===== src/logic/uartRxPkg.sv =====
// Shared types for the UART receive path
// Data width is fixed at 8 bits, so the byte is a type and not a parameter
// Frames are 8N1 only, with no parity and one stop bit
// All users refer to these by scoped name

package uartRxPkg;

        ////////////////////
        // Data
        ////////////////////

        typedef logic [7:0] rxByte;                     // One received byte, LSB arrives first

        ////////////////////
        // Receiver FSM
        ////////////////////

        typedef enum logic [1:0] {
                idle,                                   // Line high, waiting for a falling edge
                start,                                  // Confirming the start bit at mid-bit
                data,                                   // Shifting eight data bits
                stop                                    // Judging the stop bit
        } rxState;

        ////////////////////
        // FIFO status
        ////////////////////

        typedef struct packed {
                logic empty;                            // No entry stored
                logic halfFull;                         // Count at least half the depth
                logic overflow;                         // Byte dropped since the last pop
                logic frameErr;                         // Low stop bit seen since reset
        } rxStatus;

endpackage


===== src/logic/rxBitTimer.sv =====
// Oversampling bit timer for the UART receiver
// clksPerBit must be even and at least 4 so mid-bit and bit end never meet
// Counter is held at zero by timerRestart and only advances with timerRun
// Both outputs are decoded from the count and are low while stopped

`timescale 1ns/10ps

module rxBitTimer #(
        parameter int clksPerBit = 16
) (
        input  logic Data_Rdy,
        input  logic Pop_Data,
        input  logic timerRun,
        input  logic timerRestart,
        output logic midBit,
        output logic bitEnd
);

        localparam int cntW = $clog2(clksPerBit);
        localparam logic [cntW-1:0] midCount  = cntW'(clksPerBit / 2);
        localparam logic [cntW-1:0] lastCount = cntW'(clksPerBit - 1);

        logic [cntW-1:0] bitCount;                      // Clocks into the current bit

        ////////////////////
        // Counter
        ////////////////////

        always_ff @(posedge Data_Rdy or posedge Pop_Data) begin
                if (Pop_Data) begin
                        bitCount <= '0;
                end else if (timerRestart) begin
                        bitCount <= '0;                 // Align to the start edge
                end else if (timerRun) begin
                        if (bitEnd)
                                bitCount <= '0;         // Wrap into the next bit
                        else
                                bitCount <= bitCount + 1'b1;
                end
        end

        // Sample points
        assign midBit = timerRun && (bitCount == midCount);     // Centre of the bit
        assign bitEnd = timerRun && (bitCount == lastCount);    // Last clock of the bit

        // Catches a bad clksPerBit reaching this block
        aMidNotEnd: assert property (@(posedge Data_Rdy) disable iff (Pop_Data)
                !(midBit && bitEnd));

endmodule


===== src/logic/rxControl.sv =====
// Receive FSM for one 8N1 frame
// Start is detected on the first low synchronized sample
// A start bit found high at mid-bit counts as a glitch and is ignored
// byteValid or frameErrSet pulse for one clock after the stop mid-bit
// No handshake back from the FIFO, the serial line cannot wait

`timescale 1ns/10ps

module rxControl (
        input  logic Data_Rdy,
        input  logic Pop_Data,
        input  logic sampledBit,
        input  logic midBit,
        output logic timerRun,
        output logic timerRestart,
        output logic shiftEn,
        output logic byteValid,
        output logic frameErrSet
);

        uartRxPkg::rxState state;                       // Current frame phase
        logic [2:0]        bitIdx;                      // Data bit being received

        ////////////////////
        // State register
        ////////////////////

        always_ff @(posedge Data_Rdy or posedge Pop_Data) begin
                if (Pop_Data) begin
                        state       <= uartRxPkg::idle;
                        bitIdx      <= '0;
                        byteValid   <= 1'b0;
                        frameErrSet <= 1'b0;
                end else begin
                        byteValid   <= 1'b0;            // Pulses only
                        frameErrSet <= 1'b0;
                        case (state)
                                uartRxPkg::idle: begin
                                        if (!sampledBit)
                                                state <= uartRxPkg::start;      // Falling edge seen
                                end
                                uartRxPkg::start: begin
                                        if (midBit) begin
                                                if (sampledBit) begin
                                                        state <= uartRxPkg::idle;   // Glitch
                                                end else begin
                                                        state  <= uartRxPkg::data;
                                                        bitIdx <= '0;
                                                end
                                        end
                                end
                                uartRxPkg::data: begin
                                        if (midBit) begin
                                                bitIdx <= bitIdx + 1'b1;
                                                if (bitIdx == 3'd7)
                                                        state <= uartRxPkg::stop;  // Eighth bit taken
                                        end
                                end
                                uartRxPkg::stop: begin
                                        if (midBit) begin
                                                byteValid   <= sampledBit;      // Good frame
                                                frameErrSet <= !sampledBit;     // Stop bit low
                                                state       <= uartRxPkg::idle;
                                        end
                                end
                                default: state <= uartRxPkg::idle;
                        endcase
                end
        end

        // Timer is parked at zero while idle so a start edge restarts it cleanly
        assign timerRun     = (state != uartRxPkg::idle);
        assign timerRestart = (state == uartRxPkg::idle);
        assign shiftEn      = (state == uartRxPkg::data) && midBit;    // One shift per data bit

        // A frame ends in exactly one of the two results
        aOneResult: assert property (@(posedge Data_Rdy) disable iff (Pop_Data)
                !(byteValid && frameErrSet));

endmodule


===== src/logic/rxShifter.sv =====
// Input synchronizer and serial-to-parallel register
// rxLine is asynchronous and reaches sampledBit two clocks late
// Synchronizer resets to the idle-high line level
// shiftData is only meaningful once a whole frame has been shifted

`timescale 1ns/10ps

module rxShifter (
        input  logic             Data_Rdy,
        input  logic             Pop_Data,
        input  logic             rxLine,
        input  logic             shiftEn,
        output logic             sampledBit,
        output uartRxPkg::rxByte shiftData
);

        logic syncMeta;                                 // First flop, may go metastable

        ////////////////////
        // Synchronizer
        ////////////////////

        always_ff @(posedge Data_Rdy or posedge Pop_Data) begin
                if (Pop_Data) begin
                        syncMeta   <= 1'b1;             // Idle line is high
                        sampledBit <= 1'b1;
                end else begin
                        syncMeta   <= rxLine;
                        sampledBit <= syncMeta;         // Safe to use from here on
                end
        end

        ////////////////////
        // Shift register
        ////////////////////

        // LSB arrives first, so bits enter at the top and move down
        always_ff @(posedge Data_Rdy) begin
                if (shiftEn)
                        shiftData <= {sampledBit, shiftData[7:1]};
        end

endmodule


===== src/logic/rxFifo.sv =====
// Circular byte buffer with show-ahead output
// Depth is 2**fifoDepthLog2 entries, fifoDepthLog2 at least 2
// hold freezes the buffer, so no write and no pop is done while it is set
// A byte that cannot be stored is dropped and sets overflow until the next pop
// frameErr is sticky until reset
// A write while full is taken only when a pop frees the slot on the same clock

`timescale 1ns/10ps

module rxFifo #(
        parameter int fifoDepthLog2 = 3
) (
        input  logic               Data_Rdy,
        input  logic               Pop_Data,
        input  logic               wrValid,
        input  uartRxPkg::rxByte   wrData,
        input  logic               frameErrSet,
        input  logic               hold,
        input  logic               outReady,
        output logic               outValid,
        output uartRxPkg::rxByte   outData,
        output uartRxPkg::rxStatus status
);

        localparam int depth = 2 ** fifoDepthLog2;
        localparam logic [fifoDepthLog2:0] fullCount = (fifoDepthLog2 + 1)'(depth);
        localparam logic [fifoDepthLog2:0] halfCount = (fifoDepthLog2 + 1)'(depth / 2);

        uartRxPkg::rxByte         mem [depth];          // Byte storage
        logic [fifoDepthLog2-1:0] rdPtr;                // Oldest entry
        logic [fifoDepthLog2-1:0] wrPtr;                // Next free slot
        logic [fifoDepthLog2:0]   count;                // Entries stored
        logic                     overflowQ;
        logic                     frameErrQ;
        logic                     doPop;
        logic                     doWrite;
        logic                     dropped;

        ////////////////////
        // Write and pop decode
        ////////////////////

        assign outValid = (count != '0) && !hold;       // Nothing offered during hold
        assign doPop    = outValid && outReady;
        assign doWrite  = wrValid && !hold && ((count != fullCount) || doPop);
        assign dropped  = wrValid && !doWrite;          // Full or held

        always_ff @(posedge Data_Rdy) begin
                if (doWrite)
                        mem[wrPtr] <= wrData;
        end

        ////////////////////
        // Pointers and flags
        ////////////////////

        always_ff @(posedge Data_Rdy or posedge Pop_Data) begin
                if (Pop_Data) begin
                        rdPtr     <= '0;
                        wrPtr     <= '0;
                        count     <= '0;
                        overflowQ <= 1'b0;
                        frameErrQ <= 1'b0;
                end else begin
                        if (doWrite)
                                wrPtr <= wrPtr + 1'b1;  // Wraps with the pointer width
                        if (doPop)
                                rdPtr <= rdPtr + 1'b1;
                        case ({doWrite, doPop})
                                2'b10:   count <= count + 1'b1;
                                2'b01:   count <= count - 1'b1;
                                default: count <= count;        // Both or neither
                        endcase
                        if (dropped)
                                overflowQ <= 1'b1;
                        else if (doPop)
                                overflowQ <= 1'b0;      // Cleared by reading
                        if (frameErrSet)
                                frameErrQ <= 1'b1;
                end
        end

        assign outData         = mem[rdPtr];            // Show-ahead
        assign status.empty    = (count == '0);
        assign status.halfFull = (count >= halfCount);
        assign status.overflow = overflowQ;
        assign status.frameErr = frameErrQ;

        // Pointer and count bookkeeping must agree over any sequence
        aCountLimit: assert property (@(posedge Data_Rdy) disable iff (Pop_Data)
                count <= fullCount);

endmodule


===== src/logic/uartRxTop.sv =====
// UART 8N1 receive path with a byte FIFO on a valid/ready output
// clksPerBit must be even and at least 4
// fifoDepthLog2 must be at least 2
// rxLine may be asynchronous and cannot be stalled
// Latency from the line depends on its phase and outValid marks arrival
// hold freezes the FIFO and drops bytes that arrive meanwhile

`timescale 1ns/10ps

module uartRxTop #(
        parameter int clksPerBit    = 16,
        parameter int fifoDepthLog2 = 3
) (
        input  logic               Data_Rdy,
        input  logic               Pop_Data,
        input  logic               rxLine,
        input  logic               hold,
        input  logic               outReady,
        output logic               outValid,
        output uartRxPkg::rxByte   outData,
        output uartRxPkg::rxStatus status
);

        logic             timerRun;
        logic             timerRestart;
        logic             midBit;
        logic             shiftEn;
        logic             sampledBit;
        logic             byteValid;
        logic             frameErrSet;
        uartRxPkg::rxByte shiftData;                    // Assembled byte

        ////////////////////
        // Receive datapath
        ////////////////////

        rxBitTimer #(.clksPerBit(clksPerBit)) rxBitTimer_inst (
                .Data_Rdy(Data_Rdy), .Pop_Data(Pop_Data),
                .timerRun(timerRun), .timerRestart(timerRestart),
                .midBit(midBit), .bitEnd());

        rxControl rxControl_inst (
                .Data_Rdy(Data_Rdy), .Pop_Data(Pop_Data),
                .sampledBit(sampledBit), .midBit(midBit),
                .timerRun(timerRun), .timerRestart(timerRestart),
                .shiftEn(shiftEn), .byteValid(byteValid), .frameErrSet(frameErrSet));

        rxShifter rxShifter_inst (
                .Data_Rdy(Data_Rdy), .Pop_Data(Pop_Data),
                .rxLine(rxLine), .shiftEn(shiftEn),
                .sampledBit(sampledBit), .shiftData(shiftData));

        rxFifo #(.fifoDepthLog2(fifoDepthLog2)) rxFifo_inst (
                .Data_Rdy(Data_Rdy), .Pop_Data(Pop_Data),
                .wrValid(byteValid), .wrData(shiftData), .frameErrSet(frameErrSet),
                .hold(hold), .outReady(outReady),
                .outValid(outValid), .outData(outData), .status(status));

endmodule


===== config.mk =====
export PLATFORM = sky130hd
export DESIGN_NAME = uartRxTop
export DESIGN_NICKNAME = d
export VERILOG_FILES = /design/src/logic/uartRxPkg.sv /design/src/logic/rxBitTimer.sv /design/src/logic/rxControl.sv /design/src/logic/rxShifter.sv /design/src/logic/rxFifo.sv /design/src/logic/uartRxTop.sv
export SDC_FILE = /design/constraint.sdc
export NUM_CORES = 1
export LEC_CHECK = 0
export BUFFER_PORTS_ARGS = -buffer_cell sky130_fd_sc_hd__buf_2
export CAP_MARGIN = 20
export CORE_UTILIZATION = 35
export DETAILED_ROUTE_END_ITERATION = 12
export GPL_TIMING_DRIVEN = 0
export PLACE_DENSITY = 0.6
export SKIP_CTS_REPAIR_TIMING = 1
export SLEW_MARGIN = 20
export SYNTH_ARGS = -nofsm -noshare
export SYNTH_HDL_FRONTEND = slang
export SYNTH_HIERARCHICAL = 1
export SYNTH_SLANG_ARGS = --single-unit

===== constraint.sdc =====
create_clock -name Data_Rdy -period 3.4 [get_ports Data_Rdy]
set_clock_uncertainty 0.1 [all_clocks]
set_input_delay 0.17 -clock Data_Rdy [delete_from_list [all_inputs] [get_ports Data_Rdy]]
set_output_delay 0.17 -clock Data_Rdy [all_outputs]
set_load 0.005 [all_outputs]

==> metrics.txt <==
final setup vio count=0; Antenna Cells=0; initial core utilization=0.365; Hold Slack=80.8 ps; Tot GR Track Use=0.130; Top Usage Layer GRT=met2; cells on worst reg2reg path=8; worst-margin pin slew=around 900 ps; vias post-DR=2249; CTS tree=yes; critical path arrival=2770 ps; number of H-tree levels=3; Synth Instances=265; Worst Min Path Start=outReady; failing checks=design-rule violations; crit end category=register; reg2reg start=rxFifo_inst/count[2]; RSZ-0062 raised after global routing=false; post-DR vias/cell=between 5 and 6; Root Buffer=clkbuf_16; DP Wirelength=4890 um; met2 Usage GRT=0.232; final wirelength=7380 um; vias in the first global route=2369; endpoints failing hold=0; CP startpoint kind=register; met1 Use GR=0.157; GP Congestion=0.761; GRT met3 Usage=0.0223; CTS Buf Count=9; iteration count of the initial detailed-routing pass=8; CTS sink cnt=97; Die Y=between 100 and 150 um; clock slew at reported path FFs=70 ps; total leakage power=1.81 nW; wire length per cell=16.7 um; layout cell share with drive strength beyond 1=0.221; reg-to-reg endpoint=rxFifo_inst/count[3]; Hold/Removal Path Class=primary input to register; synthesized area=approximately 4200 um^2; row cnt=39; die area=12500 um^2; most frequent cells in the layout=edfxtp_1 (72), dfrtp_1 (23), buf_2 (20), nand2_1 (20), nor2_1 (20); power per cell area=just over 700 nW/um^2; max-cap viol count=0; status=complete, but fails checks; post-route ant nets=0; commonest non-fill, non-tap cell in the layout=edfxtp_1; Critical Path RT=3510 ps; Syn. warnings=6; number of port buffers=16; largest net degree at the start of global routing=21; core area=11600 um^2; setup TNS=0 ps; worst-path fanout max=7; buffer levels on the longest clock path=2; initial antenna violation count=0; Iter 0 DRT Violations=129; Slew headroom=0.398; nets@finish=308; WHS Path Cells=2; Final min period=2670 ps; DR DRC count=2; Mean Syn Cell Area=16.0 um^2; first-pass GRT wire length=12300 um; FF-to-FF setup slack=between 700 and 800 ps; worst skew pair latency=around 340 ps; Peak Freq=~0.38 GHz; Synthesized Nets=279; classification of the worst setup path=register to register; Die Wd=~110 um; Final period util=0.784; I/O pin total=18; P&R area growth vs syn=14.1%; WHS Endpoint=rxFifo_inst/overflowQ; worst vdd ir=around 0.28 mV; overflow left after global routing=0; Pins Over Slew Limit=0
==> flip-flops by register name (all words and copies together), names as in the netlist, named ones only <==
name / count
rxBitTimer_inst/bitCount: 4
rxControl_inst/bitIdx: 3
rxControl_inst/byteValid: 1
rxControl_inst/frameErrSet: 1
rxControl_inst/state: 1
rxFifo_inst/count: 4
rxFifo_inst/frameErrQ: 1
rxFifo_inst/mem: 64
rxFifo_inst/overflowQ: 1
rxFifo_inst/rdPtr: 3
rxFifo_inst/wrPtr: 3
rxShifter_inst/sampledBit: 1
rxShifter_inst/shiftData: 8
rxShifter_inst/syncMeta: 1
==> critical path, stage by stage (launching register included) <==
cell	delay, ps
dfrtp_1	480
or3_1	480
o21ai_1	290
inv_1	110
ha_1	280
a21o_1	180
a21oi_1	290
mux2i_1	230
o21ai_0	110
==> metal layers <==
| layer | vias up | share of wire | routed length, um |
|---|---|---|---|
| met2 | 34 | 0.53 | 3910 |
| met4 | 0 | 0.015 | 110 |
| met3 | 8 | 0.028 | 207 |
| li1 | 1069 | - | - |
| met1 | 1138 | 0.43 | 3150 |
| met5 | - | 0 | 0 |
==> through the flow <==
stage                     std cells   util  total power (W)  setup slack [ps]  cell area, um^2
final                           442  0.416          0.00345               735             4830
after global routing            442  0.416          0.00366               487             4830
after CTS                       440  0.414          0.00349               759             4810
after detailed placement        424  0.388          0.00249               778             4500
after global placement          424  0.387          0.00247               609             4490
after floorplan                 265      -          0.00220              1060             4240
==> layout make-up <==
| type | instances | area [um^2] |
|---|---|---|
| timing repair buffer | 18 | 100 |
| clock inverter | 7 | 81.3 |
| inverter | 11 | 41.3 |
| tap | 143 | 179 |
| clock buffer | 9 | 225 |
| fill | 1018 | 6780 |
| buffer | 12 | 88.8 |
| multi-input combinational | 145 | 1330 |
| sequential | 97 | 2790 |
==> worst max-delay path by stage <==
| stage | from | end | slack [ps] | depth (start not counted) |
|---|---|---|---|---|
| floorplan | rxFifo_inst/count[0] | rxFifo_inst/count[3] | 1060 | 9 |
| global placement | rxFifo_inst/count[2] | rxFifo_inst/mem[0][2] | 610 | 4 |
| detailed placement | rxFifo_inst/count[2] | rxFifo_inst/count[3] | 780 | 8 |
| CTS | rxFifo_inst/count[2] | rxFifo_inst/count[3] | 760 | 8 |
| global route | rxFifo_inst/count[2] | rxFifo_inst/count[3] | 490 | 8 |
| finish | rxFifo_inst/count[2] | rxFifo_inst/count[3] | 730 | 8 |
==> power breakdown <==
group	internal (W)	total (W)	switching, W
logic	0.000518	0.000995	0.000477
registers	0.00136	0.00146	0.0000990
clock network	0.000524	0.000998	0.000474
Note: power is estimated with default switching activity, not from simulation.
